===== src/logic/isaPkg.sv =====
`default_nettype none

package isaPkg;

    typedef logic [31:0] wordT;

    localparam int opcodeWidth = 5;
    localparam int regSelWidth = 5;
    localparam int immWidth    = 17;

    // Low bit of each instruction field
    localparam int op1Lsb = 27;
    localparam int rxLsb  = 22;
    localparam int ryLsb  = 17;
    localparam int rzLsb  = 12;
    localparam int immLsb = 0;
    localparam int op2Lsb = 0;

    // Primary opcodes; immediate ALU codes match their ALU function codes
    typedef enum logic [opcodeWidth-1:0] {
        opAlu  = 5'b00000,
        opAddi = 5'b00001,
        opMlti = 5'b00010,
        opAndi = 5'b00101,
        opOri  = 5'b00110,
        opXori = 5'b00111,
        opSuli = 5'b01000,
        opSsli = 5'b01001,
        opSuri = 5'b01010,
        opSsri = 5'b01011,
        opLw   = 5'b10000,
        opSw   = 5'b10011,
        opBeq  = 5'b11000,
        opBne  = 5'b11001,
        opBlt  = 5'b11010,
        opBle  = 5'b11011,
        opJal  = 5'b11111
    } opcodeT;

    // Secondary codes, also used as the ALU select
    typedef enum logic [opcodeWidth-1:0] {
        aluSub = 5'b00000,
        aluAdd = 5'b00001,
        aluMlt = 5'b00010,
        aluNot = 5'b00100,
        aluAnd = 5'b00101,
        aluOr  = 5'b00110,
        aluXor = 5'b00111,
        aluSul = 5'b01000,
        aluSsl = 5'b01001,
        aluSur = 5'b01010,
        aluSsr = 5'b01011,
        aluEq  = 5'b10000,
        aluNeq = 5'b10001,
        aluLt  = 5'b10010,
        aluLeq = 5'b10011
    } aluFuncT;

endpackage

`default_nettype wire


===== src/logic/datapathIf.sv =====
`default_nettype none

interface datapathIf
    import isaPkg::*;
();
    wordT bus;                        // Shared internal bus

    logic ldPc;
    logic incPc;
    logic ldIr;
    logic wrReg;
    logic [regSelWidth-1:0] regSel;
    logic ldA;
    logic ldB;
    aluFuncT aluFunc;
    logic ldMar;
    logic wrMem;

    // Values sent back from the units
    wordT pc;
    wordT ir;
    wordT regData;
    wordT aluResult;
    wordT mdr;

    modport sequencer (
        output bus, ldPc, incPc, ldIr, wrReg, regSel, ldA, ldB, aluFunc, ldMar, wrMem,
        input  pc, ir, regData, aluResult, mdr
    );
    modport fetch (input bus, ldPc, incPc, ldIr, output pc, ir);
    modport regs (input bus, wrReg, regSel, output regData);
    modport alu (input bus, ldA, ldB, aluFunc, output aluResult);
    modport mem (input bus, ldMar, wrMem, output mdr);

endinterface

`default_nettype wire


===== src/logic/registerFile.sv =====
`default_nettype none

module registerFile
    import isaPkg::*;
(
    input  logic    clk,
    datapathIf.regs dp
);

    localparam int numRegs = 2 ** regSelWidth;

    wordT regs [numRegs];

    // Single port, written from the bus
    always_ff @(posedge clk) begin
        if (dp.wrReg) begin
            regs[dp.regSel] <= dp.bus;
        end
    end

    assign dp.regData = regs[dp.regSel];

endmodule

`default_nettype wire


===== src/flat_wrapper.sv =====
// flat-port wrapper written by rule: the top's interface ports become plain ports
module registerFile_flat import isaPkg::*;
  (clk, dp_bus, dp_wrReg, dp_regSel, dp_regData);
  datapathIf dp_i ();
  input  logic clk;
  input wire logic [$bits(dp_i.bus)-1:0] dp_bus;
  input wire logic [$bits(dp_i.wrReg)-1:0] dp_wrReg;
  input wire logic [$bits(dp_i.regSel)-1:0] dp_regSel;
  output wire logic [$bits(dp_i.regData)-1:0] dp_regData;
  assign dp_i.bus = dp_bus;
  assign dp_i.wrReg = dp_wrReg;
  assign dp_i.regSel = dp_regSel;
  assign dp_regData = dp_i.regData;
  registerFile u_core (.clk(clk), .dp(dp_i));
endmodule

===== config.mk =====
export PLATFORM = sky130hd
export DESIGN_NAME = registerFile_flat
export DESIGN_NICKNAME = d
export VERILOG_FILES = /design/src/logic/isaPkg.sv /design/src/logic/datapathIf.sv /design/src/logic/registerFile.sv /design/src/flat_wrapper.sv
export SDC_FILE = /design/constraint.sdc
export NUM_CORES = 1
export LEC_CHECK = 0
export BUFFER_PORTS_ARGS = -buffer_cell sky130_fd_sc_hd__buf_2
export CAP_MARGIN = 20
export CELL_PAD_IN_SITES_DETAIL_PLACEMENT = 2
export CELL_PAD_IN_SITES_GLOBAL_PLACEMENT = 2
export CORE_MARGIN = 2
export CORE_UTILIZATION = 44
export CTS_BUF_LIST = sky130_fd_sc_hd__clkbuf_16
export DETAILED_ROUTE_END_ITERATION = 8
export PLACE_DENSITY_LB_ADDON = 0.08
export SYNTH_ARGS = -nofsm -noshare
export SYNTH_HDL_FRONTEND = slang
export SYNTH_SLANG_ARGS = --single-unit

===== constraint.sdc =====
create_clock -name clk -period 4.72 [get_ports clk]
set_input_delay 0.944 -clock clk [delete_from_list [all_inputs] [get_ports clk]]
set_output_delay 0.944 -clock clk [all_outputs]
set_load 0.05 [all_outputs]

# Yosys cells after proc, flatten, opt, wreduce, memory -nomap -nowiden
# Memory sizes are Yosys's and may differ from the RTL's.
# Index checks and enable logic that the tools add are counted.
# Widths: inputs -> output; s select.
dict set report totals {
  elab_cells 3
  register_bits 0
  input_bits 39
  out_inout_bits 32
  latchBits 0
  mem_count 1
  ramBits 1024
  romBits 0
}
# name words word_bits read_ports rd_ports_with_merged_regs wr line_no
set memory_table {}
lappend memory_table {u_core.regs 32 32 1 0 1 registerFile.sv:12} ;# wordT regs [numRegs];
dict set report op_classes {
  n_mul 0
  eq_ne 0
  order_cmp 0
  shift 0
  n_mux 2
  addsub 0
  n_div 0
  reduce_logical 0
  bitwise 0
}
# op count
set op_table {}
lappend op_table {{$mux 1} 2}

# Logic depth before layout (Yosys ltp)
dict set report depth {
  depth_word 2
  ltp_mapped 8
  mapped_depth_nobuf 4
}

# Worst setup path after synthesis
# No wires, ideal clock.
dict set report synth_path {
  path_kind {input -> register}
  startpoint {input port dp_regSel[0]}
  endpoint {memory u_core.regs[27][0] (netlist name) (enable)}
  n_path_buf 4
  setup_slack_ns 0.107
  t_arrival_ns 4.152
  path_stages 6
  setup_ns 0.461
  required_time_ns 4.259
  cell_sequence {clkbuf_1 -> buf_4 -> buf_2 -> buf_2 -> nand3_1 -> nor3_1}
}
# element line_no
set synth_lines {}
lappend synth_lines {{start, declared} flat_wrapper.sv:8} ;# input wire logic [$bits(dp_i.regSel)-1:0] dp_regSel;
lappend synth_lines {{end, declared} registerFile.sv:12}
# Straight into the memory's write port.

# Worst setup path after layout
dict set report layout_path {
  startpoint {input port dp_regSel[2]}
  endpoint {output port dp_regData[11]}
}
dict set report layout_via {
  elab_chain_cells 1
}
# element line_no
set layout_lines {}
lappend layout_lines {{$mem_v2 32x32} -}
lappend layout_lines {{end, declared} flat_wrapper.sv:9} ;# output wire logic [$bits(dp_i.regData)-1:0] dp_regData;
# Every way passes these cells.

==> results by group <==
GRT
  • Largest net degree at the start of global routing: 54
  • First-pass GRT wire length: approximately 170000 um
  • Vias in the first global route: between 20k and 25k
  • Initial antenna violation count: 2
  • Grt ovf: 0
  • GRT Total Usage: between 20% and 30%

CTS
  • CTS Buf Count: around 110
  • Hold-fix buffers, CTS: 0
  • CTS tree: built
  • Clock sinks: approximately 1.0k
  • Postcts setup bufs: 0
  • CTS clk-pin slew, worst paths: 0.06 ns
  • Total of cells resized after clock tree synthesis: 0
  • Root buffer cell: clkbuf_16
  • # H-tree levels: 3
  • Bufs on Longest Clock Path: 3

Detailed routing
  • Via-to-Cell Ratio: between 6 and 7
  • Vias after detailed routing: about 21k
  • Drt drc: 0
  • DR pass1 iterations: 5
  • Initial drt markers: 1461
  • Post-Route WL: 121000 um
  • WL per Instance: 34.4 um
  • Post-detailed-route count of antenna-violating nets: 0

Timing
  • Endpoints failing setup: 0
  • Setup WS post-layout: between 0.2 and 0.3 ns
  • Final Max Slew Viols: 0
  • Relative slew slack: 34.1%
  • FMAX: 225 MHz
  • Setup_tns: 0 ns
  • Final Hold Viols: 0
  • Worst Tran Pin Value: between 0.9 and 1 ns
  • RSZ-0062 raised after global routing: no
  • Tcrit/Tclk final: a little over nine tenths
  • Minimum clock period after layout: 4.44 ns

Pwr
  • Total power: roughly 19000 uW
  • Cell Pwr Density: 422 nW/um^2
  • Leak: about 0.016 uW
  • VDD IR max: roughly 0.00030 V

Floorplanning
  • Core area: between 80000 and 90000 um^2
  • Row count: roughly 110
  • I/O pin cnt: just over 70
  • DIE HEIGHT: between 300 and 400 um
  • Die width: approximately 300 um
  • Die area: a little over 90000 um^2
  • Initial Util: 44.3%

Status
  • Status: completed

Final layout
  • Filler-free cell count of the finished design: roughly 3.5k
  • Biggest register: u_core.regs
  • Share of post-route cells with drive strength above 1: approximately 17%
  • Most common cell after layout, fill and taps aside: edfxtp_1
  • FILL cells: 7726
  • Top Registers: u_core.regs x1024
  • Final #Nets: 2295
  • Area grow syn2layout: 15.1%
  • Most frequent cells in the layout: edfxtp_1, mux2i_1, o22ai_1
  • Max FFs per register: approximately 1.0k

Synth
  • Syn_area_per_cell: between 15 and 20 um^2
  • Yosys warning count: 0
  • Gate Count Post-Synth: approximately 2.1k
  • Post-synthesis sequential area ratio: 78.6%
  • Post-Syn Area: a little under 40000 um^2
  • Post-synth cell types: 22
  • Synth Register Bits: slightly above 1k
  • Syn nets: ~2.1k

Place
  • Place WS: between 0.3 and 0.4 ns
  • Post-Place Cells: approximately 3.3k
  • Final GP Congestion: 0.762
  • I/O Buffers: 70
  • Hpwl dp: ~69000 um

Min path
  • Worst hold path depth: 1
  • Hold Crit Class: in -> reg

Flow run
  • Max cap viols: 0

Worst setup path
  • Startpoint types: input port
  • CP Capture Type: output pin
  • Crit path DAT: between 3 and 4 ns
  • Crit Path Max Fanout: 32
  • Worst Path Required: 3.78 ns
  • Critical path class: in -> out
[layer usage]
layer  part of all wire, %  track usage (%)  vias to the layer above  wire [um]
met4                   2.8             7.57                        0       3380
met5                     0                0                        -          0
met3                   4.4             3.64                      194       5330
met2                    51             46.2                      578      61400
li1                      -                -                     8862          -
met1                    42             34.7                    11500      50600
[cells by family after synthesis]
family	after synthesis	share of synthesized area [%]
multiplexers	512	13.1
buffers and inverters	126	1.85
AO/OA/AOI/OAI	256	4.10
AND/OR/NAND/NOR	157	2.30
flip-flops	1024	78.6
[cells in the mapped netlist]
| master | instances | area share, % |
|---|---|---|
| or4b_1 | 1 | 0.026 |
| edfxtp_1 | 1024 | 79 |
| or3b_2 | 3 | 0.067 |
| o22ai_1 | 256 | 4.1 |
| mux2i_1 | 512 | 13 |
| buf_6 | 19 | 0.55 |
| nand4_1 | 1 | 0.016 |
| nor2_1 | 29 | 0.28 |
| clkbuf_1 | 23 | 0.22 |
| buf_4 | 2 | 0.038 |
| or3_1 | 1 | 0.016 |
| nand2_1 | 34 | 0.33 |
| or4_4 | 1 | 0.029 |
| nand4b_1 | 4 | 0.090 |
| nand3_1 | 2 | 0.026 |
| nor3_1 | 4 | 0.051 |
| nand4bb_1 | 6 | 0.17 |
| buf_1 | 1 | 0.0096 |
| buf_2 | 81 | 1.0 |
| nor4_1 | 64 | 1.0 |
| nand3b_1 | 4 | 0.077 |
| or4b_4 | 3 | 0.11 |
[final timing paths]
path                    startpoint             endpoint  slack (ns)
worst max-delay path  dp_regSel[2]       dp_regData[11]        0.28
worst min-delay path    dp_bus[24]  u_core.regs[10][24]        0.74
[cell type report]
cell class	count	area (um^2)	area share [%]
flip-flops and latches	1024	30700	68.3
multi-input cells	925	7960	17.7
clock buffers	107	2680	5.95
repair buffers	198	1630	3.63
well taps	1165	1460	3.24
clock inverters	91	529	1.18
diodes	1	2.50	0.00556
[power by group]
group,leakage (uW),internal [uW],switching (uW)
Sequential,0.00922,10100,32.6
Combinational,0.00477,310,747
Clock,0.00169,4220,3560
[per-stage QoR]
stage / hold WS (ns) / util [%] / area (um^2)
after floorplan: 1.04 / - / 39100
after global placement: 1.43 / 47.4 / 41800
after detailed placement: 1.47 / 47.4 / 41800
after CTS: 0.714 / 51.0 / 45000
after global routing: 0.752 / 51.0 / 45000
final: 0.744 / 51.0 / 45000
[worst max-delay path, stage by stage]
cell     delay (ns)
buf_2          0.46
or4b_4         0.69
o22ai_1        0.23
nor4_1         0.59
buf_4          0.23
nand2_1        0.08
buf_2          0.23
Power figures use the tool's default switching activity.
