--- config.mk ---
export PLATFORM = sky130hd
export DESIGN_NAME = aluUnit_flat
export DESIGN_NICKNAME = d
export VERILOG_FILES = /design/src/logic/isaPkg.sv /design/src/logic/datapathIf.sv /design/src/logic/aluUnit.sv /design/src/flat_wrapper.sv
export SDC_FILE = /design/constraint.sdc
export NUM_CORES = 2
export LEC_CHECK = 0
export ABC_AREA = 1
export BUFFER_PORTS_ARGS = -buffer_cell sky130_fd_sc_hd__buf_2
export CAP_MARGIN = 10
export CORE_ASPECT_RATIO = 2
export CORE_UTILIZATION = 60
export DETAILED_ROUTE_END_ITERATION = 16
export PLACE_DENSITY_LB_ADDON = 0.2
export SLEW_MARGIN = 20
export SYNTH_ARGS = -nofsm -noshare
export SYNTH_HDL_FRONTEND = slang
export SYNTH_SLANG_ARGS = --single-unit
--- constraint.sdc ---
create_clock -name clk -period 8.9 [get_ports clk]
set_clock_uncertainty 0.2 [all_clocks]
set_input_delay 1.78 -clock clk [delete_from_list [all_inputs] [get_ports clk]]
set_output_delay 1.78 -clock clk [all_outputs]
set_load 0.02 [all_outputs]
--- src/logic/isaPkg.sv ---
`default_nettype none

package isaPkg;

    typedef logic [31:0] wordT;

    localparam int opcodeWidth = 5;
    localparam int regSelWidth = 5;
    localparam int immWidth    = 17;

    // Low bit of each instruction field
    localparam int op1Lsb = 27;
    localparam int rxLsb  = 22;
    localparam int ryLsb  = 17;
    localparam int rzLsb  = 12;
    localparam int immLsb = 0;
    localparam int op2Lsb = 0;

    // Primary opcodes; immediate ALU codes match their ALU function codes
    typedef enum logic [opcodeWidth-1:0] {
        opAlu  = 5'b00000,
        opAddi = 5'b00001,
        opMlti = 5'b00010,
        opAndi = 5'b00101,
        opOri  = 5'b00110,
        opXori = 5'b00111,
        opSuli = 5'b01000,
        opSsli = 5'b01001,
        opSuri = 5'b01010,
        opSsri = 5'b01011,
        opLw   = 5'b10000,
        opSw   = 5'b10011,
        opBeq  = 5'b11000,
        opBne  = 5'b11001,
        opBlt  = 5'b11010,
        opBle  = 5'b11011,
        opJal  = 5'b11111
    } opcodeT;

    // Secondary codes, also used as the ALU select
    typedef enum logic [opcodeWidth-1:0] {
        aluSub = 5'b00000,
        aluAdd = 5'b00001,
        aluMlt = 5'b00010,
        aluNot = 5'b00100,
        aluAnd = 5'b00101,
        aluOr  = 5'b00110,
        aluXor = 5'b00111,
        aluSul = 5'b01000,
        aluSsl = 5'b01001,
        aluSur = 5'b01010,
        aluSsr = 5'b01011,
        aluEq  = 5'b10000,
        aluNeq = 5'b10001,
        aluLt  = 5'b10010,
        aluLeq = 5'b10011
    } aluFuncT;

endpackage

`default_nettype wire

--- src/logic/datapathIf.sv ---
`default_nettype none

interface datapathIf
    import isaPkg::*;
();
    wordT bus;                        // Shared internal bus

    logic ldPc;
    logic incPc;
    logic ldIr;
    logic wrReg;
    logic [regSelWidth-1:0] regSel;
    logic ldA;
    logic ldB;
    aluFuncT aluFunc;
    logic ldMar;
    logic wrMem;

    // Values sent back from the units
    wordT pc;
    wordT ir;
    wordT regData;
    wordT aluResult;
    wordT mdr;

    modport sequencer (
        output bus, ldPc, incPc, ldIr, wrReg, regSel, ldA, ldB, aluFunc, ldMar, wrMem,
        input  pc, ir, regData, aluResult, mdr
    );
    modport fetch (input bus, ldPc, incPc, ldIr, output pc, ir);
    modport regs (input bus, wrReg, regSel, output regData);
    modport alu (input bus, ldA, ldB, aluFunc, output aluResult);
    modport mem (input bus, ldMar, wrMem, output mdr);

endinterface

`default_nettype wire

--- src/logic/aluUnit.sv ---
`default_nettype none

module aluUnit
    import isaPkg::*;
(
    input  logic   clk,
    datapathIf.alu dp
);

    wordT a;
    wordT b;
    logic [4:0] shamt;

    always_ff @(posedge clk) begin
        if (dp.ldA) begin
            a <= dp.bus;
        end
        if (dp.ldB) begin
            b <= dp.bus;
        end
    end

    assign shamt = b[4:0];   // Shift amount from B

    always_comb begin
        case (dp.aluFunc)
            aluSub: dp.aluResult = a - b;
            aluAdd: dp.aluResult = a + b;
            aluMlt: dp.aluResult = a * b;          // Low word of product
            aluNot: dp.aluResult = ~a;
            aluAnd: dp.aluResult = a & b;
            aluOr:  dp.aluResult = a | b;
            aluXor: dp.aluResult = a ^ b;
            aluSul: dp.aluResult = a << shamt;
            aluSsl: dp.aluResult = a <<< shamt;
            aluSur: dp.aluResult = a >> shamt;
            aluSsr: dp.aluResult = wordT'($signed(a) >>> shamt);
            // Signed compares give 1 or 0
            aluEq:  dp.aluResult = wordT'(a == b);
            aluNeq: dp.aluResult = wordT'(a != b);
            aluLt:  dp.aluResult = wordT'($signed(a) < $signed(b));
            aluLeq: dp.aluResult = wordT'($signed(a) <= $signed(b));
            default: dp.aluResult = '0;
        endcase
    end

endmodule

`default_nettype wire

--- src/flat_wrapper.sv ---
// flat-port wrapper written by rule: the top's interface ports become plain ports
module aluUnit_flat import isaPkg::*;
  (clk, dp_bus, dp_ldA, dp_ldB, dp_aluFunc, dp_aluResult);
  datapathIf dp_i ();
  input  logic clk;
  input wire logic [$bits(dp_i.bus)-1:0] dp_bus;
  input wire logic [$bits(dp_i.ldA)-1:0] dp_ldA;
  input wire logic [$bits(dp_i.ldB)-1:0] dp_ldB;
  input wire logic [$bits(dp_i.aluFunc)-1:0] dp_aluFunc;
  output wire logic [$bits(dp_i.aluResult)-1:0] dp_aluResult;
  assign dp_i.bus = dp_bus;
  assign dp_i.ldA = dp_ldA;
  assign dp_i.ldB = dp_ldB;
  assign dp_i.aluFunc = dp_aluFunc;
  assign dp_aluResult = dp_i.aluResult;
  aluUnit u_core (.clk(clk), .dp(dp_i));
endmodule
==> results of run 1 <==
repair_timing:
item                       CTS
gates resized for setup    178
buffers inserted            48
pin swaps                   55
setup endpoints to repair   20
Yosys cell counts (all sizes together) (15+ instances only):
| cell type | instances |
|---|---|
| edfxtp | 64 |
| o21ai | 271 |
| nor4 | 15 |
| or2 | 20 |
| nand2 | 1072 |
| a21oi | 195 |
| nor2 | 172 |
| a31oi | 15 |
| nand3 | 147 |
| o2111ai | 15 |
| o22ai | 34 |
| nor3 | 37 |
| inv | 1008 |
| o21bai | 17 |
| ha | 220 |
| clkbuf | 90 |
| buf | 111 |
| fa | 410 |
| o211ai | 20 |
| a221oi | 24 |
| nand4 | 42 |
layer usage:
layer  GRT overflow  global-route usage
met3              0               0.248
met4              6               0.694
met2              6               0.907
met1              0               0.624
met5              0             0.00847
logic make-up after synthesis:
| family | after synthesis | share of synthesized area |
|---|---|---|
| muxes | 13 | 0.00467 |
| adders and majority gates | 630 | 0.394 |
| xor gates and xnor gates | 22 | 0.00692 |
| DFF | 64 | 0.0690 |
| buffers and inverters | 1213 | 0.170 |
| AOI/OAI and AO/OA | 635 | 0.132 |
| and+or+nand+nor | 1516 | 0.224 |
stage by stage:
stage,worst slack [ps],cell area (µm²),util,instances
floorplan,4.63,27800,-,4093
detailed placement,-61.4,29800,0.650,4731
global placement,-52.7,29800,0.650,4731
CTS,-138,31200,0.681,4795
==> summary.txt, run 1 <==
Placement
  • # port buffers: 71
  • Post-DP HPWL: approximately 100000 µm
  • Routability congestion estimate: roughly 1.1

Clock tree
  • CTS H-tree lvls: 3
  • Cts bufs inserted: 9
  • Clock sink count: 64
  • Hold Buf Count CTS: 0
  • Max Buffers Root-to-Sink: 2
  • CTS Root Cell: clkbuf_16

Floorplan
  • I/O pin total: 72
  • Die height: 307 µm
  • Die X: 154 µm
  • Placement Rows: roughly 110
  • Starting Density: 0.607

Global route
  • Gr usage total: 0.616
  • Global-route wire length before repair: 212000 µm
  • Number of global-route vias before repair: 33900
  • Largest net degree at the start of global routing: 66
  • Total grt overflow: 12

Logic synthesis
  • Synth cell types: 62
  • Synth Area per Inst: 6.80 µm²
  • Share of the synthesized area in the top cell type: 0.295
  • Cells after Synth: 4093
  • Synth area leader: fa_1
  • Number of synthesized flops with an enable pin: 64
  • Largest cells by area after synthesis: fa_1 (29%), nand2_1 (14%), inv_1 (13%), ha_1 (9.9%), edfxtp_1 (6.9%)
  • Synth warnings: 0
  • Seq/Total Area, Yosys: 0.0690
  • Ys flop type: edfxtp_1
  • Post-Syn Nets: 4763
  • Register bit total from synthesis: 64
  • Syn Std Cell Area: 27800 µm²
  • Asr flop ratio synth: 0

Status
  • Status: stopped before the end
  • Error message: [ERROR GRT-0116] Global routing finished with congestion. Check the congestion regions in the DRC Viewer.
  • Last stage: global routing
==> run 2, diff against run 1 <==
Settings changed: CORE_ASPECT_RATIO 2 to default, CORE_UTILIZATION 60 to 40, PLACE_DENSITY_LB_ADDON 0.2 to 0.15.
Clock period 8.9 ns to 11.6 ns, I/O delays scaled along.
==> run 2 against run 1 <==
The run now ends clean. Synthesized cell count is the same. Area after synthesis is the same.
==> summary.txt, run 2 <==
Global route
  • Initial antenna violation count: 5
  • Global-route wire length before repair: 174000 µm
  • Total grt overflow: 0
  • Number of global-route vias before repair: between 20000 and 30000
  • Gr usage total: 0.335
  • Largest net degree at the start of global routing: 67

Clock tree
  • Clock sink count: 64 (unchanged)
  • Setup bufs post-CTS: 0 (-100%)
  • Clk slew on worst S/H paths: 60 ps
  • Hold Buf Count CTS: 0 (unchanged)
  • CTS Root Cell: clkbuf_16
  • CTS H-tree lvls: 3 (unchanged)
  • Cts bufs inserted: 9 (unchanged)
  • CTS tree: done
  • CTS resizes: 0 (-100%)
  • Max Buffers Root-to-Sink: 2 (unchanged)

Status
  • Status: finished clean

Job
  • Max-Cap Viols: 0

Placement
  • Routability congestion estimate: 1.06 (-5.5%)
  • Dpl cells: 4966 (+5.0%)
  • # port buffers: 71 (unchanged)
  • Post-DP HPWL: 97900 µm (-6.4%)
  • Pre-CTS WS: 1170 ps (+1230 ps)
  • DP Area: 29000 µm² (-2.7%)

Routing
  • Via count: 27000
  • WL/cell: 23.6 µm
  • WL final: 118000 µm
  • Drt via density: approximately 5.4
  • Drt first pass iters: 8
  • DRT iter0 DRCs: 2934
  • Antenna Nets Post-Route: 0
  • DRC violations left: 0

Worst setup path
  • Critical path endpoint category: output port
  • Most frequent CP cell: fa_1
  • Critical path required time: slightly above 9000 ps
  • Crit path from: u_core.b[3]
  • Worst path slowest cell: edfxtp_1
  • Crit-path max FO: 28
  • Crit start category: flip-flop
  • Slowest stage delay, CP: around 1100 ps
  • Worst Path Arrival: 8420 ps
  • WP buf/inv: 6
  • Critical path class: flip-flop to output port
  • CP top delay family: adder cells

Logic synthesis
  • Seq/Total Area, Yosys: 0.0690 (unchanged)
  • Asr flop ratio synth: 0 (unchanged)
  • Synth warnings: 0 (unchanged)
  • Cells after Synth: 4093 (unchanged)
  • Top cells by count, synth: nand2_1 (1058), inv_1 (988), fa_1 (410)
  • Ys flop type: edfxtp_1
  • Share of the synthesized area in the top cell type: 0.295 (unchanged)
  • Synth Area per Inst: 6.80 µm² (unchanged)
  • Synth cell types: 62 (unchanged)
  • Cell with the most instances after synthesis: nand2_1
  • Register bit total from synthesis: 64 (unchanged)
  • Largest cells by area after synthesis: fa_1 (29%), nand2_1 (14%), inv_1 (13%), ha_1 (9.9%), edfxtp_1 (6.9%)
  • Syn Std Cell Area: 27800 µm² (unchanged)
  • Post-Syn Nets: 4763 (unchanged)
  • Synth area leader: fa_1
  • Number of synthesized flops with an enable pin: 64 (unchanged)

Timing
  • RSZ-0062 raised after global routing: false
  • Slew Viols, Final: 0
  • Fin crit period: 10940 ps
  • Setup TNS Final: 0 ps
  • Worst-Margin Slew: about 1100 ps
  • Fmax: 0.0914 GHz
  • Tcrit/Tclk final: 0.943
  • Final setup fails: 0
  • Worst slew margin: 0.250
  • Setup WS post-layout: around 660 ps
  • Fin. Hold Viols: 0

Finish
  • Fin nets: roughly 4700
  • Most common cell after layout, fill and taps aside: nand2_1
  • Area Overhead vs Synth: 5.32%
  • Most frequent cells in the layout: nand2_1 (1058), inv_1 (987), fa_1 (410), ha_1 (220), a21oi_1 (188)
  • Non-Filler Instances: 4983
  • Layout cells sized above 1: 0.0585
  • Ant. Diodes: 0
  • Regs by FF count: u_core.a: 32 flops, u_core.b: 32 flops
  • Final Cell Area: about 29000 µm²

Floorplan
  • Die X: 266 µm (+72%)
  • Placement Rows: 96 (-14%)
  • I/O pin total: 72 (unchanged)
  • Die area: approximately 70000 µm²
  • Core Region: 68700 µm²
  • Starting Density: 0.405 (-0.202)
  • Die height: 266 µm (-13%)

Hold path
  • Min-Delay Endpoint: u_core.a[29]
  • Tightest Hold Check Type: input port to flip-flop
  • Hold Path Stages: 1
  • Min-delay src: dp_bus[29]
[run 2: cell families after synthesis]
logic type	Yosys count	share of synthesized area
adders and majority gates	630	0.394
AOI/OAI and AO/OA	635	0.132
and+or+nand+nor	1516	0.224
muxes	13	0.00467
DFF	64	0.0690
xor gates and xnor gates	22	0.00692
buffers and inverters	1213	0.170
[run 2: layout make-up]
cell class	instances	area, µm²
tap	931	1160
clock inverter	7	100
sequential	64	1920
clock buffer	9	225
inverter	1012	3800
timing repair buffer	144	911
multi-input combinational	2816	21200
fill	7509	39400
[run 2: stage by stage]
step | utilization | hold slack, ps
4_1_cts | 0.426 | 1960
5_1_grt | 0.427 | 1960
6_report | 0.427 | 1970
3_5_place_dp | 0.422 | 2310
2_1_floorplan | - | 2220
3_3_place_gp | 0.422 | 2310
[run 2: worst max path at each step]
stage,end,cells past startpoint
floorplan,dp_aluResult[27],29
global placement,dp_aluResult[24],24
detailed placement,dp_aluResult[22],26
CTS,dp_aluResult[22],26
global route,dp_aluResult[22],25
finish,dp_aluResult[22],25
[run 2: per-layer routing]
metal | track usage | part of all wire | vias to the layer above
met3 | 0.0476 | 0.084 | 210
met2 | 0.532 | 0.45 | 1257
met4 | 0.0975 | 0.035 | 8
met1 | 0.471 | 0.43 | 13100
met5 | 0 | 0.00044 | -
li1 | - | - | 12400
Power of run 2 is not shown: default switching activity piles up to over one toggle a cycle in this logic, so the estimate is an artifact.
