`src/logic/isaPkg.sv`:
```
`default_nettype none

package isaPkg;

    typedef logic [31:0] wordT;

    localparam int opcodeWidth = 5;
    localparam int regSelWidth = 5;
    localparam int immWidth    = 17;

    // Low bit of each instruction field
    localparam int op1Lsb = 27;
    localparam int rxLsb  = 22;
    localparam int ryLsb  = 17;
    localparam int rzLsb  = 12;
    localparam int immLsb = 0;
    localparam int op2Lsb = 0;

    // Primary opcodes; immediate ALU codes match their ALU function codes
    typedef enum logic [opcodeWidth-1:0] {
        opAlu  = 5'b00000,
        opAddi = 5'b00001,
        opMlti = 5'b00010,
        opAndi = 5'b00101,
        opOri  = 5'b00110,
        opXori = 5'b00111,
        opSuli = 5'b01000,
        opSsli = 5'b01001,
        opSuri = 5'b01010,
        opSsri = 5'b01011,
        opLw   = 5'b10000,
        opSw   = 5'b10011,
        opBeq  = 5'b11000,
        opBne  = 5'b11001,
        opBlt  = 5'b11010,
        opBle  = 5'b11011,
        opJal  = 5'b11111
    } opcodeT;

    // Secondary codes, also used as the ALU select
    typedef enum logic [opcodeWidth-1:0] {
        aluSub = 5'b00000,
        aluAdd = 5'b00001,
        aluMlt = 5'b00010,
        aluNot = 5'b00100,
        aluAnd = 5'b00101,
        aluOr  = 5'b00110,
        aluXor = 5'b00111,
        aluSul = 5'b01000,
        aluSsl = 5'b01001,
        aluSur = 5'b01010,
        aluSsr = 5'b01011,
        aluEq  = 5'b10000,
        aluNeq = 5'b10001,
        aluLt  = 5'b10010,
        aluLeq = 5'b10011
    } aluFuncT;

endpackage

`default_nettype wire

```
`src/logic/machinePkg.sv`:
```
`default_nettype none

package machinePkg;

    import isaPkg::*;

    localparam int   instrBytes  = 4;            // PC step
    localparam wordT pcStart     = 32'h0000_0000;
    localparam wordT outPortAddr = 32'hFFFF_0020; // Output register location

    typedef enum logic [4:0] {
        fetch,
        decode,
        aluOperandB,
        aluOperandA,
        aluWrite,
        memBaseA,
        memOffsetB,
        memAddress,
        loadRead,
        loadWrite,
        storeWrite,
        branchA,
        branchB,
        branchTest,
        branchPcA,
        branchOffsetB,
        branchPcWrite,
        jumpLink,
        jumpTarget,
        halt
    } stateT;

    // Which unit drives the shared bus
    typedef enum logic [2:0] {
        srcNone,
        srcPc,
        srcRegister,
        srcMdr,
        srcImmediate,
        srcScaledImmediate,
        srcAlu
    } busSrcT;

endpackage

`default_nettype wire

```
`src/logic/datapathIf.sv`:
```
`default_nettype none

interface datapathIf
    import isaPkg::*;
();
    wordT bus;                        // Shared internal bus

    logic ldPc;
    logic incPc;
    logic ldIr;
    logic wrReg;
    logic [regSelWidth-1:0] regSel;
    logic ldA;
    logic ldB;
    aluFuncT aluFunc;
    logic ldMar;
    logic wrMem;

    // Values sent back from the units
    wordT pc;
    wordT ir;
    wordT regData;
    wordT aluResult;
    wordT mdr;

    modport sequencer (
        output bus, ldPc, incPc, ldIr, wrReg, regSel, ldA, ldB, aluFunc, ldMar, wrMem,
        input  pc, ir, regData, aluResult, mdr
    );
    modport fetch (input bus, ldPc, incPc, ldIr, output pc, ir);
    modport regs (input bus, wrReg, regSel, output regData);
    modport alu (input bus, ldA, ldB, aluFunc, output aluResult);
    modport mem (input bus, ldMar, wrMem, output mdr);

endinterface

`default_nettype wire

```
`src/logic/sequencer.sv`:
```
`default_nettype none

module sequencer
    import isaPkg::*;
    import machinePkg::*;
(
    input  logic         clk,
    input  logic         reset,
    datapathIf.sequencer dp,
    output logic         halted
);

    stateT   state;
    stateT   nextState;
    busSrcT  busSrc;
    opcodeT  op1;
    aluFuncT op2;
    logic [regSelWidth-1:0] rx;
    logic [regSelWidth-1:0] ry;
    logic [regSelWidth-1:0] rz;
    logic [immWidth-1:0]    imm;
    wordT    immExt;

    // Instruction fields
    assign op1 = opcodeT'(dp.ir[op1Lsb +: opcodeWidth]);
    assign op2 = aluFuncT'(dp.ir[op2Lsb +: opcodeWidth]);
    assign rx  = dp.ir[rxLsb +: regSelWidth];
    assign ry  = dp.ir[ryLsb +: regSelWidth];
    assign rz  = dp.ir[rzLsb +: regSelWidth];
    assign imm = dp.ir[immLsb +: immWidth];

    assign immExt = {{($bits(wordT) - immWidth){imm[immWidth-1]}}, imm};

    function automatic logic knownFunc(input aluFuncT f);
        case (f)
            aluSub, aluAdd, aluMlt, aluNot, aluAnd, aluOr, aluXor,
            aluSul, aluSsl, aluSur, aluSsr,
            aluEq, aluNeq, aluLt, aluLeq: return 1'b1;
            default: return 1'b0;
        endcase
    endfunction

    // Immediate opcodes share their code with the ALU function
    function automatic aluFuncT immFunc(input opcodeT op);
        return aluFuncT'(op);
    endfunction

    function automatic aluFuncT branchFunc(input opcodeT op);
        case (op)
            opBeq:   return aluEq;
            opBne:   return aluNeq;
            opBlt:   return aluLt;
            default: return aluLeq;
        endcase
    endfunction

    always_ff @(posedge clk or posedge reset) begin
        if (reset) begin
            state <= fetch;
        end else begin
            state <= nextState;
        end
    end

    always_comb begin
        nextState  = state;
        busSrc     = srcNone;
        dp.ldPc    = 1'b0;
        dp.incPc   = 1'b0;
        dp.ldIr    = 1'b0;
        dp.wrReg   = 1'b0;
        dp.regSel  = '0;
        dp.ldA     = 1'b0;
        dp.ldB     = 1'b0;
        dp.aluFunc = aluAdd;
        dp.ldMar   = 1'b0;
        dp.wrMem   = 1'b0;

        case (state)
            fetch: begin
                dp.ldIr   = 1'b1;
                dp.incPc  = 1'b1;
                nextState = decode;
            end
            decode: begin
                case (op1)
                    opAlu:  nextState = knownFunc(op2) ? aluOperandB : halt;
                    opAddi, opMlti, opAndi, opOri, opXori,
                    opSuli, opSsli, opSuri, opSsri: nextState = aluOperandB;
                    opLw, opSw: nextState = memBaseA;
                    opBeq, opBne, opBlt, opBle: nextState = branchA;
                    opJal:   nextState = jumpLink;
                    default: nextState = halt;   // Unknown opcode
                endcase
            end
            aluOperandB: begin
                if (op1 == opAlu) begin
                    dp.regSel = ry;
                    busSrc    = srcRegister;
                end else begin
                    busSrc = srcImmediate;
                end
                dp.ldB    = 1'b1;
                nextState = aluOperandA;
            end
            aluOperandA: begin
                dp.regSel = rx;
                busSrc    = srcRegister;
                dp.ldA    = 1'b1;
                nextState = aluWrite;
            end
            aluWrite: begin
                if (op1 == opAlu) begin
                    dp.aluFunc = op2;
                    dp.regSel  = rz;
                end else begin
                    dp.aluFunc = immFunc(op1);
                    dp.regSel  = ry;
                end
                busSrc    = srcAlu;
                dp.wrReg  = 1'b1;
                nextState = fetch;
            end
            memBaseA: begin
                dp.regSel = rx;
                busSrc    = srcRegister;
                dp.ldA    = 1'b1;
                nextState = memOffsetB;
            end
            memOffsetB: begin
                busSrc    = srcImmediate;
                dp.ldB    = 1'b1;
                nextState = memAddress;
            end
            memAddress: begin
                busSrc    = srcAlu;        // Base plus offset into MAR
                dp.ldMar  = 1'b1;
                nextState = (op1 == opLw) ? loadRead : storeWrite;
            end
            loadRead: begin
                nextState = loadWrite;     // MDR picks up the addressed word
            end
            loadWrite: begin
                dp.regSel = ry;
                busSrc    = srcMdr;
                dp.wrReg  = 1'b1;
                nextState = fetch;
            end
            storeWrite: begin
                dp.regSel = ry;
                busSrc    = srcRegister;
                dp.wrMem  = 1'b1;
                nextState = fetch;
            end
            branchA: begin
                dp.regSel = rx;
                busSrc    = srcRegister;
                dp.ldA    = 1'b1;
                nextState = branchB;
            end
            branchB: begin
                dp.regSel = ry;
                busSrc    = srcRegister;
                dp.ldB    = 1'b1;
                nextState = branchTest;
            end
            branchTest: begin
                dp.aluFunc = branchFunc(op1);
                nextState  = (dp.aluResult != '0) ? branchPcA : fetch;
            end
            branchPcA: begin
                busSrc    = srcPc;         // Already points past the branch
                dp.ldA    = 1'b1;
                nextState = branchOffsetB;
            end
            branchOffsetB: begin
                busSrc    = srcScaledImmediate;
                dp.ldB    = 1'b1;
                nextState = branchPcWrite;
            end
            branchPcWrite: begin
                busSrc    = srcAlu;
                dp.ldPc   = 1'b1;
                nextState = fetch;
            end
            jumpLink: begin
                dp.regSel = ry;
                busSrc    = srcPc;
                dp.wrReg  = 1'b1;
                nextState = jumpTarget;
            end
            jumpTarget: begin
                dp.regSel = rx;
                busSrc    = srcRegister;
                dp.ldPc   = 1'b1;
                nextState = fetch;
            end
            halt: nextState = halt;
            default: nextState = halt;
        endcase
    end

    // Bus multiplexer
    always_comb begin
        case (busSrc)
            srcPc:              dp.bus = dp.pc;
            srcRegister:        dp.bus = dp.regData;
            srcMdr:             dp.bus = dp.mdr;
            srcImmediate:       dp.bus = immExt;
            srcScaledImmediate: dp.bus = immExt * instrBytes;
            srcAlu:             dp.bus = dp.aluResult;
            default:            dp.bus = '0;
        endcase
    end

    assign halted = (state == halt);

endmodule

`default_nettype wire

```
`src/flat_wrapper.sv`:
```
// flat-port wrapper written by rule: the top's interface ports become plain ports
module sequencer_flat import isaPkg::*; import machinePkg::*;
  (clk, reset, halted, dp_bus, dp_ldPc, dp_incPc, dp_ldIr, dp_wrReg, dp_regSel, dp_ldA, dp_ldB, dp_aluFunc, dp_ldMar, dp_wrMem, dp_pc, dp_ir, dp_regData, dp_aluResult, dp_mdr);
  datapathIf dp_i ();
  input  logic clk;
  input  logic reset;
  output logic halted;
  output wire logic [$bits(dp_i.bus)-1:0] dp_bus;
  output wire logic [$bits(dp_i.ldPc)-1:0] dp_ldPc;
  output wire logic [$bits(dp_i.incPc)-1:0] dp_incPc;
  output wire logic [$bits(dp_i.ldIr)-1:0] dp_ldIr;
  output wire logic [$bits(dp_i.wrReg)-1:0] dp_wrReg;
  output wire logic [$bits(dp_i.regSel)-1:0] dp_regSel;
  output wire logic [$bits(dp_i.ldA)-1:0] dp_ldA;
  output wire logic [$bits(dp_i.ldB)-1:0] dp_ldB;
  output wire logic [$bits(dp_i.aluFunc)-1:0] dp_aluFunc;
  output wire logic [$bits(dp_i.ldMar)-1:0] dp_ldMar;
  output wire logic [$bits(dp_i.wrMem)-1:0] dp_wrMem;
  input wire logic [$bits(dp_i.pc)-1:0] dp_pc;
  input wire logic [$bits(dp_i.ir)-1:0] dp_ir;
  input wire logic [$bits(dp_i.regData)-1:0] dp_regData;
  input wire logic [$bits(dp_i.aluResult)-1:0] dp_aluResult;
  input wire logic [$bits(dp_i.mdr)-1:0] dp_mdr;
  assign dp_bus = dp_i.bus;
  assign dp_ldPc = dp_i.ldPc;
  assign dp_incPc = dp_i.incPc;
  assign dp_ldIr = dp_i.ldIr;
  assign dp_wrReg = dp_i.wrReg;
  assign dp_regSel = dp_i.regSel;
  assign dp_ldA = dp_i.ldA;
  assign dp_ldB = dp_i.ldB;
  assign dp_aluFunc = dp_i.aluFunc;
  assign dp_ldMar = dp_i.ldMar;
  assign dp_wrMem = dp_i.wrMem;
  assign dp_i.pc = dp_pc;
  assign dp_i.ir = dp_ir;
  assign dp_i.regData = dp_regData;
  assign dp_i.aluResult = dp_aluResult;
  assign dp_i.mdr = dp_mdr;
  sequencer u_core (.clk(clk), .reset(reset), .dp(dp_i), .halted(halted));
endmodule
```
`config.mk`:
```
export PLATFORM = sky130hd
export DESIGN_NAME = sequencer_flat
export DESIGN_NICKNAME = d
export VERILOG_FILES = /design/src/logic/isaPkg.sv /design/src/logic/machinePkg.sv /design/src/logic/datapathIf.sv /design/src/logic/sequencer.sv /design/src/flat_wrapper.sv
export SDC_FILE = /design/constraint.sdc
export NUM_CORES = 1
export LEC_CHECK = 0
export ABC_AREA = 1
export BUFFER_PORTS_ARGS = -buffer_cell sky130_fd_sc_hd__buf_4
export CORE_MARGIN = 10
export CORE_UTILIZATION = 39
export CTS_CLUSTER_DIAMETER = 30
export DETAILED_ROUTE_END_ITERATION = 16
export PLACE_DENSITY = 0.88
export SLEW_MARGIN = 30
export SYNTH_ARGS = -nofsm -noshare
export SYNTH_HDL_FRONTEND = slang
export SYNTH_SLANG_ARGS = --single-unit
```
`constraint.sdc`:
```
create_clock -name clk -period 2.5 [get_ports clk]
set_input_delay 0.5 -clock clk [delete_from_list [all_inputs] [get_ports clk]]
set_output_delay 0.5 -clock clk [all_outputs]
set_load 0.01 [all_outputs]
```
-- Word-level counts from Yosys, hierarchy flattened
Memory sizes are Yosys's and may differ from the RTL's.
Index checks and enable logic that the tools add are counted.
- equality and inequality tests: 41
- mux-type cells: 23
- reductions and logical operators: 16
- operator list (kind ; number):
    32-bit case mux with 6 select lines ; 1
    5-bit case mux with 15 select lines ; 1
    5-bit by 4-bit == test with 1-bit output (second input constant) ; 12
    5-bit == test (second input constant) ; 11
    5-bit by 3-bit == test with 1-bit output (second input constant) ; 7
    32-bit nonzero test ; 1
    5-bit case mux with 5 select lines ; 1
    3-bit case mux with 7 select lines ; 1
    5-bit 2-to-1 mux ; 4
    5-bit case mux with 4 select lines ; 1
    4-bit OR reduction ; 5
    5-bit by 2-bit == test with 1-bit output (second input constant) ; 3
    5-bit by 1-bit == test with 1-bit output (second input constant) ; 2
    5-bit logical NOT ; 2
    5-bit case mux with 2 select lines ; 1
    3-bit == test (second input constant) ; 3
    1-bit 2-to-1 mux ; 9
    9-bit OR reduction ; 1
    3-bit by 2-bit == test with 1-bit output (second input constant) ; 2
    2-bit case mux with 3 select lines ; 1
    2-bit OR reduction ; 3
    3-bit OR reduction ; 2
    6-bit OR reduction ; 1
    5-bit OR reduction ; 1
    4 further kinds ; 4
- register bits: 5
- bits in read-only memories: 32
- input bits: 162
- output and inout bits: 51
- memories kept: 1
- memories (name ; depth ; bits a word ; rd ports ; clocked after memory_dff ; write ports ; line ; RTL):
    (name not given) ; 32 ; 1 ; 1 ; 0 ; 0 ; sequencer.sv:35 ; case (f)

-- Longest topological paths before layout
Gate-level depths: netlist (run 1).
- depth in word-level cells: 6
- depth in mapped cells: 11
- depth with buffers taken out: 10

-- Least setup slack after synthesis (run 1)
Ideal clock, no wire load.
- kind: input port to output port
- start point: input dp_ir[28]
- end point: output dp_bus[21]
- data arrival time: 1.603 ns
- slack: 0.397 ns
- stages: 7
- buffers on the path: 1
- cells stage by stage: nor2_1 nand3_1 nand2_1 nand2_2 o21ai_1 buf_4 nand3_1
- cells in the longest elaborated chain, start to end: 5
- elaborated cells between the ends (all ways): 10
- ends and longest elaborated chain (element ; line ; RTL):
    from (decl) ; flat_wrapper.sv:20 ; input wire logic [$bits(dp_i.ir)-1:0] dp_ir;
    5-bit logical NOT * ; sequencer.sv:97 ; if (op1 == opAlu) begin
    3-bit 2-to-1 mux * ; sequencer.sv:97 ;
    3-bit case mux with 7 select lines * ; sequencer.sv:79 ; case (state)
    3-bit == test (tied with other cells) ; sequencer.sv:205 ; case (busSrc)
    32-bit case mux with 6 select lines * ; sequencer.sv:205 ;
    to (decl) ; flat_wrapper.sv:8 ; output wire logic [$bits(dp_i.bus)-1:0] dp_bus;
Mark *: on every way between the ends. The rest lies on a longest branch, timed or not.

-- Worst setup path after layout (run 1)
- start point: register u_core.state[2]
- end point: output dp_bus[2]
- cells in the longest elaborated chain, start to end: 5
- elaborated cells between the ends (all ways): 26
- ends and longest elaborated chain (element ; line ; RTL):
    from (decl) ; sequencer.sv:13 ; stateT state;
    from (signal assigned) ; sequencer.sv:59 ; state <= fetch;
    from (signal assigned) ; sequencer.sv:61 ; state <= nextState;
    5-bit by 2-bit == test with 1-bit output (tied with other cells) ; sequencer.sv:79 ;
    6-bit OR reduction (no line) (tied with other cells) ; -- ;
    3-bit case mux with 7 select lines * ; sequencer.sv:79 ;
    3-bit == test (tied with other cells) ; sequencer.sv:205 ;
    32-bit case mux with 6 select lines * ; sequencer.sv:205 ;
Marks and branches as above.

==> impl_metrics.prom, run 1 <==
# TYPE chip_impl_metric gauge
chip_impl_info{name="worstHoldPathType",value="input pin to async pin"} 1
chip_impl_metric{name="grt_max_degree",unit=""} 28
chip_impl_metric{name="met2_grt_util",unit=""} 0.5144
chip_impl_metric{name="via_per_inst",unit=""} 5.672
chip_impl_info{name="worstSetupEndpointType",value="primary output"} 1
chip_impl_metric{name="flip_flop_count_of_the_largest_register_after_layout",unit=""} 5
chip_impl_metric{name="synth_cells",unit=""} 480
chip_impl_metric{name="maxcap_viol_count",unit=""} 0
chip_impl_metric{name="boundaryPins",unit=""} 213
chip_impl_metric{name="cts_max_path_buffers",unit=""} 2
chip_impl_info{name="max_flop_register",value="u_core.state"} 1
chip_impl_metric{name="placedCellCount",unit=""} 759
chip_impl_metric{name="firstDrtPassIters",unit=""} 5
chip_impl_metric{name="crit_fanout",unit=""} 22
chip_impl_metric{name="via_count",unit=""} 4379
chip_impl_metric{name="fp.dieW",unit="um"} 97.33
chip_impl_metric{name="cts_made_buffers",unit=""} 3
chip_impl_metric{name="clk_latency",unit="ns"} 0.23
chip_impl_metric{name="fin_nets",unit=""} 860
chip_impl_metric{name="insertedDiodeCount",unit=""} 0
chip_impl_metric{name="gr-usage-met1",unit=""} 0.2975
chip_impl_metric{name="antenna_violating_nets_post_route",unit=""} 0
chip_impl_metric{name="initial_core_util",unit=""} 0.3986
chip_impl_metric{name="wl_per_cell",unit="um"} 19.23
chip_impl_metric{name="fin_ws",unit="ns"} -0.009135
chip_impl_metric{name="grt_first_pass_wirelength",unit="mm"} 22.47
chip_impl_metric{name="utilization",unit=""} 0.7393
chip_impl_metric{name="floorplan.die.height",unit="um"} 97.33
chip_impl_metric{name="ff_latch_area",unit="um^2"} 131.4
chip_impl_metric{name="grt.met3_usage",unit=""} 0.06615
chip_impl_metric{name="combined_area_of_the_multi_input_logic_cells",unit="um^2"} 1928
chip_impl_metric{name="cts-htree-levels",unit=""} 1
chip_impl_info{name="gr-max-usage-layer",value="met2"} 1
chip_impl_metric{name="synth.distinct_cells",unit=""} 25
chip_impl_metric{name="setup_viol",unit=""} 3
chip_impl_metric{name="critical_path_arrival",unit="ns"} 2.01
chip_impl_metric{name="port_buffers",unit=""} 212
chip_impl_info{name="critical_path.startpoint_type",value="flop"} 1
chip_impl_info{name="grt_setup_unrepaired",value="true"} 1
chip_impl_metric{name="synthesis.area_per_instance",unit="um^2"} 4.859
chip_impl_metric{name="core-area",unit="um^2"} 5851
chip_impl_metric{name="place_congestion",unit=""} 1.071
chip_impl_metric{name="period_minus_slack",unit="ns"} 2.509
chip_impl_info{name="clock_tree_from_tritoncts",value="done"} 1
chip_impl_metric{name="synth-seq-area-share",unit=""} 0.05365
chip_impl_metric{name="required_time_reported_for_the_critical_path_endpoint",unit="ns"} 2.00
chip_impl_info{name="cts.root.buffer_cell",value="clkbuf_8"} 1
chip_impl_metric{name="drc",unit=""} 0
chip_impl_metric{name="leak_pwr",unit="nW"} 2.426
chip_impl_info{name="layout_top_registers",value="u_core.state x5"} 1
chip_impl_metric{name="period_share",unit=""} 1.004
chip_impl_metric{name="core.rowCount",unit=""} 28
chip_impl_metric{name="detailed_place_hpwl",unit="mm"} 12.04
chip_impl_metric{name="cts.sink_count",unit=""} 5
chip_impl_metric{name="cts.reportedPaths.clkPinSlew",unit="ns"} 0.04
chip_impl_metric{name="cts.hold.buffers_added",unit=""} 0
chip_impl_metric{name="grt-ovfl-total",unit=""} 0
chip_impl_metric{name="finClkSkew",unit="ns"} 0.003283
chip_impl_metric{name="drive_gt1_frac",unit=""} 0.4060
chip_impl_metric{name="detail_route.wirelength",unit="mm"} 14.85
chip_impl_metric{name="area_growth",unit="%"} 85.46
chip_impl_metric{name="ir_drop",unit="V"} 0.0001251
chip_impl_metric{name="ys_warn_count",unit=""} 0
chip_impl_metric{name="postSynthRegisterBits",unit=""} 5
chip_impl_info{name="status",value="finished with violations"} 1
chip_impl_info{name="worstSetupPathType",value="flop to primary output"} 1
chip_impl_metric{name="grt_pass1_vias",unit=""} 4301
chip_impl_metric{name="grt_antenna_before_repair",unit=""} 0
chip_impl_metric{name="fillerInstances",unit=""} 499
chip_impl_info{name="failed_checks",value="setup timing"} 1
chip_impl_metric{name="fp.dieArea",unit="um^2"} 9473
chip_impl_metric{name="final-instance-count-excl-fill",unit=""} 772
chip_impl_metric{name="max_fclk",unit="MHz"} 398.5
chip_impl_metric{name="power_density",unit="nW/um^2"} 116.0
chip_impl_metric{name="max_slew.worst_pin.slew",unit="ns"} 0.4137
chip_impl_metric{name="setup.reg_to_reg.worst_slack",unit="ns"} 0.79
chip_impl_metric{name="max_transition_margin",unit=""} 0.7232
chip_impl_metric{name="global_route.usage.total",unit=""} 0.2784
chip_impl_metric{name="timing_max_transition_violations_final",unit=""} 0
chip_impl_metric{name="number_of_hold_violations_in_the_final_report",unit=""} 0
chip_impl_metric{name="syn_area",unit="um^2"} 2332
chip_impl_metric{name="drt_iter0_drc",unit=""} 359
chip_impl_metric{name="synth_nets",unit=""} 642
## layer usage
layer  vias up  routed length (um)
li1       2047                   -
met1      1966                5151
met2       310                7450
met3        56                1619
met4         0                 624
met5         -                   0
## cell type report
| type | count | share of cell area |
|---|---|---|
| multi-input combinational | 389 | 0.4458 |
| inverter | 62 | 0.05843 |
| clock inverter | 1 | 0.001157 |
| tap | 75 | 0.02170 |
| clock buffer | 3 | 0.009546 |
| sequential | 5 | 0.03037 |
| timing repair buffer | 237 | 0.4330 |
## what timing repair did
action	in CTS	in global routing
pin swaps	2	3
gates cloned	1	0
buffers inserted	3	5
resized for setup	13	38
endpoints found under the setup margin	32	39
## cells in the mapped netlist
library cell,number,area (um^2)
a21oi_1,26,130.1
a31oi_1,1,6.260
buf_2,10,50.05
buf_4,8,60.06
buf_6,3,33.78
clkbuf_1,3,11.26
dfrtp_1,5,125.1
inv_1,56,210.2
inv_2,6,22.52
nand2_1,140,525.5
nand2_2,2,12.51
nand3_1,60,300.3
nand3_2,4,40.04
nand4_1,37,231.5
nor2_1,62,232.7
nor2_2,6,37.54
nor2_4,1,11.26
nor2b_1,1,6.260
nor3_1,2,10.01
o2111ai_1,1,8.760
o211ai_1,7,52.55
o21a_1,1,7.510
o21ai_0,23,115.1
o21ai_1,2,10.01
o22ai_1,13,81.33
## where the power goes
part           internal, mW  switching (mW)
sequential           0.0813               0
clock                 0.108          0.0475
combinational         0.173          0.0922
## per-stage QoR
stage	TNS [ns]	instance area [um^2]	total power [mW]	setup slack, ns	hold slack, ns
after floorplan	0	2332	0.1197	0.3969	0.2785
after global placement	0	4020	0.3368	0.1019	0.4126
after detailed placement	0	4020	0.3423	0.06222	0.4172
after CTS	-0.04172	4165	0.4947	-0.02516	0.1823
after global routing	-2.548	4325	0.5227	-0.1331	0.1953
final	-0.01450	4325	0.5018	-0.009135	0.1745
## placed cells by master, fill, tap and decap left out, drive strengths merged
master	count
buf	236
nand2	142
nor2	69
nand3	64
inv	60
nand4	37
a21oi	26
o21ai	25
o22ai	13
o211ai	7
dfrtp	5
clkbuf	3
clkinvlp	2
nor3	2
o2111ai	1
nor2b	1
a31oi	1
o21a	1
clkinv	1
bufbuf	1
## final timing paths
path	from	end	cells after the start
max in group asynchronous	reset	u_core.state[0]$_DFF_PP0_	2
min in group clk	dp_ir[29]	u_core.state[3]$_DFF_PP0_	4
worst max register to register	u_core.state[4]$_DFF_PP0_	u_core.state[1]$_DFF_PP0_	6
worst min-delay path	reset	u_core.state[4]$_DFF_PP0_	2
worst max-delay path	u_core.state[2]$_DFF_PP0_	dp_bus[2]	10
worst min register to register	u_core.state[1]$_DFF_PP0_	u_core.state[0]$_DFF_PP0_	5
## kinds of logic (layout without fill, tap and decap cells)
family          Yosys count  count (layout)  synth area share
simple gates            315             315            0.6035
compound gates           74              74            0.1765
buf+inv                  86             303            0.1663
flops                     5               5           0.05365
## worst max-delay path: stages, from the launching register on
cell	delay, ns
dfrtp_2	0.44
inv_1	0.11
nand3_1	0.20
nor2_4	0.07
nor2_1	0.15
nand2_1	0.14
nor2_4	0.14
buf_8	0.20
nand4_1	0.12
nand3_1	0.09
buf_4	0.13
(Power assumes the default switching activity.)
==> run 2: changes to the inputs <==
--- a/config.mk
+++ b/config.mk
@@ -7,11 +7,12 @@
 export LEC_CHECK = 0
 export ABC_AREA = 1
 export BUFFER_PORTS_ARGS = -buffer_cell sky130_fd_sc_hd__buf_4
-export CORE_MARGIN = 10
-export CORE_UTILIZATION = 39
+export CORE_AREA = 2 2 83 85
 export CTS_CLUSTER_DIAMETER = 30
 export DETAILED_ROUTE_END_ITERATION = 16
-export PLACE_DENSITY = 0.88
+export DIE_AREA = 0 0 85 87
+export GPL_TIMING_DRIVEN = 1
+export PLACE_DENSITY = 0.82
 export SLEW_MARGIN = 30
 export SYNTH_ARGS = -nofsm -noshare
 export SYNTH_HDL_FRONTEND = slang
==> run 2 against run 1 <==
Compared with the run above: the run now ends clean; power decreased by 0.92%; design area is 6.4% higher; clock power down 6%; global-route usage grew 2.5 points; setup slack better by 0.052 ns; register-to-register slack about the same; largest cell class is now non-clock buffers; non-clock buffer count is 19 higher; die area shrank 22%; critical path type unchanged; clock-buffer cell count grew 1; critical endpoint is now dp_bus[6]; sequential share of layout area down 0.18 points.
==> impl_metrics.prom, run 2 (synthesis gave the netlist of run 1 again) <==
# TYPE chip_impl_metric gauge
chip_impl_info{name="status",value="completed"} 1
chip_impl_metric{name="grt_first_pass_wirelength",unit="mm"} 18.44
chip_impl_metric{name="period_share",unit=""} 0.9830
chip_impl_metric{name="total_power",unit="mW"} 0.4972
chip_impl_metric{name="grt_antenna_before_repair",unit=""} 0
chip_impl_info{name="max_flop_register",value="u_core.state"} 1
chip_impl_metric{name="place_ws",unit="ns"} 0.02718
chip_impl_metric{name="clk_latency",unit="ns"} 0.22
chip_impl_metric{name="fin_ws",unit="ns"} 0.04247
chip_impl_metric{name="number_of_hold_violations_in_the_final_report",unit=""} 0
chip_impl_info{name="worstHoldPathType",value="input pin to async pin"} 1
chip_impl_metric{name="core.rowCount",unit=""} 30
chip_impl_info{name="critical_path.startpoint_type",value="flop"} 1
chip_impl_metric{name="floorplan.die.height",unit="um"} 87
chip_impl_metric{name="core-area",unit="um^2"} 6569
chip_impl_metric{name="grt-ovfl-total",unit=""} 0
chip_impl_metric{name="boundaryPins",unit=""} 213
chip_impl_info{name="worstSetupPathType",value="flop to primary output"} 1
chip_impl_metric{name="initial_core_util",unit=""} 0.3550
chip_impl_metric{name="place_congestion",unit=""} 0.9955
chip_impl_metric{name="firstDrtPassIters",unit=""} 7
chip_impl_metric{name="insertedDiodeCount",unit=""} 0
chip_impl_metric{name="required_time_reported_for_the_critical_path_endpoint",unit="ns"} 2.00
chip_impl_metric{name="max_transition_margin",unit=""} 0.6708
chip_impl_metric{name="drive_gt1_frac",unit=""} 0.4372
chip_impl_metric{name="cts.reportedPaths.clkPinSlew",unit="ns"} 0.03
chip_impl_info{name="clock_tree_from_tritoncts",value="done"} 1
chip_impl_metric{name="max_slew.worst_pin.slew",unit="ns"} 0.4934
chip_impl_metric{name="grt_max_degree",unit=""} 23
chip_impl_metric{name="leak_pwr",unit="nW"} 2.601
chip_impl_metric{name="cts_max_path_buffers",unit=""} 2
chip_impl_metric{name="grt_pass1_vias",unit=""} 3798
chip_impl_metric{name="global_route.usage.total",unit=""} 0.3039
chip_impl_metric{name="setup_viol",unit=""} 0
chip_impl_metric{name="max_fclk",unit="MHz"} 406.9
chip_impl_info{name="worstSetupEndpointType",value="primary output"} 1
chip_impl_metric{name="flip_flop_count_of_the_largest_register_after_layout",unit=""} 5
chip_impl_metric{name="drc",unit=""} 0
chip_impl_metric{name="wl_per_cell",unit="um"} 16.13
chip_impl_metric{name="maxcap_viol_count",unit=""} 0
chip_impl_info{name="layout_top_registers",value="u_core.state x5"} 1
chip_impl_info{name="grt_setup_unrepaired",value="true"} 1
chip_impl_metric{name="critical_path_arrival",unit="ns"} 1.96
chip_impl_metric{name="detail_route.wirelength",unit="mm"} 12.84
chip_impl_metric{name="cts-htree-levels",unit=""} 1
chip_impl_metric{name="cts.sink_count",unit=""} 5
chip_impl_metric{name="area_growth",unit="%"} 97.37
chip_impl_metric{name="via_count",unit=""} 4367
chip_impl_metric{name="timing_max_transition_violations_final",unit=""} 0
chip_impl_metric{name="fp.dieW",unit="um"} 85
chip_impl_metric{name="utilization",unit=""} 0.7008
chip_impl_info{name="most-common-layout-cells",value="buf_4, nand2_1, nand3_1, nor2_1, inv_1"} 1
chip_impl_metric{name="cts_made_buffers",unit=""} 3
chip_impl_metric{name="fp.dieArea",unit="um^2"} 7395
chip_impl_metric{name="port_buffers",unit=""} 212
chip_impl_info{name="cts.root.buffer_cell",value="clkbuf_8"} 1
chip_impl_metric{name="ir_drop",unit="V"} 0.0001653
chip_impl_metric{name="cts.hold.buffers_added",unit=""} 0
chip_impl_metric{name="drt_iter0_drc",unit=""} 320
chip_impl_metric{name="period_minus_slack",unit="ns"} 2.458
chip_impl_metric{name="detailed_place_hpwl",unit="mm"} 10.08
chip_impl_metric{name="power_density",unit="nW/um^2"} 108.0
chip_impl_metric{name="fin_nets",unit=""} 879
chip_impl_info{name="mostFrequentLayoutCell",value="buf_4"} 1
chip_impl_metric{name="antenna_violating_nets_post_route",unit=""} 0
chip_impl_metric{name="crit_fanout",unit=""} 14
chip_impl_metric{name="finClkSkew",unit="ns"} 0.0001799
chip_impl_metric{name="via_per_inst",unit=""} 5.486
[run 2: cell types whose count changed in the layout (fill, tap and decap cells not counted), sizes merged]
cell	previous run	this run
buf	236	253
bufbuf	1	0
clkbuf	3	7
clkinv	1	0
clkinvlp	2	1
inv	60	61
[run 2: area by class of cell]
type / instances / area [um^2]
Multi-Input combinational cell: 389 / 1991
Sequential cell: 5 / 131.4
Tap cell: 80 / 100.1
Timing Repair Buffer: 256 / 2087
Inverter: 62 / 249.0
Fill cell: 583 / 1966
Clock buffer: 4 / 45.04
[run 2: path summary, 6_finish.rpt]
path	depth (start not counted)	start	slack (ns)	to
worst max register to register	7	u_core.state[4]$_DFF_PP0_	0.78	u_core.state[1]$_DFF_PP0_
worst min-delay path	2	reset	0.18	u_core.state[1]$_DFF_PP0_
worst min register to register	3	u_core.state[0]$_DFF_PP0_	0.85	u_core.state[3]$_DFF_PP0_
worst max-delay path	12	u_core.state[1]$_DFF_PP0_	0.04	dp_bus[6]
max in group asynchronous	2	reset	2.14	u_core.state[4]$_DFF_PP0_
min in group clk	4	dp_ir[29]	0.73	u_core.state[3]$_DFF_PP0_
[run 2: stage by stage]
step / setup TNS [ns] / hold WS, ns / area, um^2 / std cells
2_1_floorplan: 0 / 0.2785 / 2332 / 480
3_3_place_gp: 0 / 0.4065 / 4111 / 777
3_5_place_dp: 0 / 0.4101 / 4111 / 777
4_1_cts: -0.7757 / 0.1801 / 4239 / 782
5_1_grt: -1.362 / 0.1989 / 4603 / 796
6_report: 0 / 0.1792 / 4603 / 796
[run 2: critical path: stages (launching register included)]
cell and delay (ns):
dfrtp_2 0.45, inv_2 0.06, nor2_2 0.10, inv_1 0.08, nor2_2 0.17, nand2_1 0.10
buf_4 0.16, nand2_4 0.08, inv_4 0.08, o21ai_1 0.14, nor2_1 0.08, nand3_1 0.11
buf_4 0.13
[run 2: per-layer routing]
metal  global-route usage  up-vias  wire length, um
met4               0.1111        0              512
met5                    0        -                0
met3              0.04834       42             1159
met1               0.3882     1963             4936
li1                     -     2082                -
met2               0.5156      280             6228
[run 2: power by group]
group | switching, mW | total, mW | internal (mW)
clock | 0.0372 | 0.146 | 0.109
combinational | 0.0932 | 0.269 | 0.176
sequential | 0 | 0.0814 | 0.0814
[run 2: what timing repair did]
item,4_1_cts,5_1_grt
buffers inserted,0,11
resized for setup,17,60
endpoints found under the setup margin,32,35
pin swaps,2,17
cloned,1,3
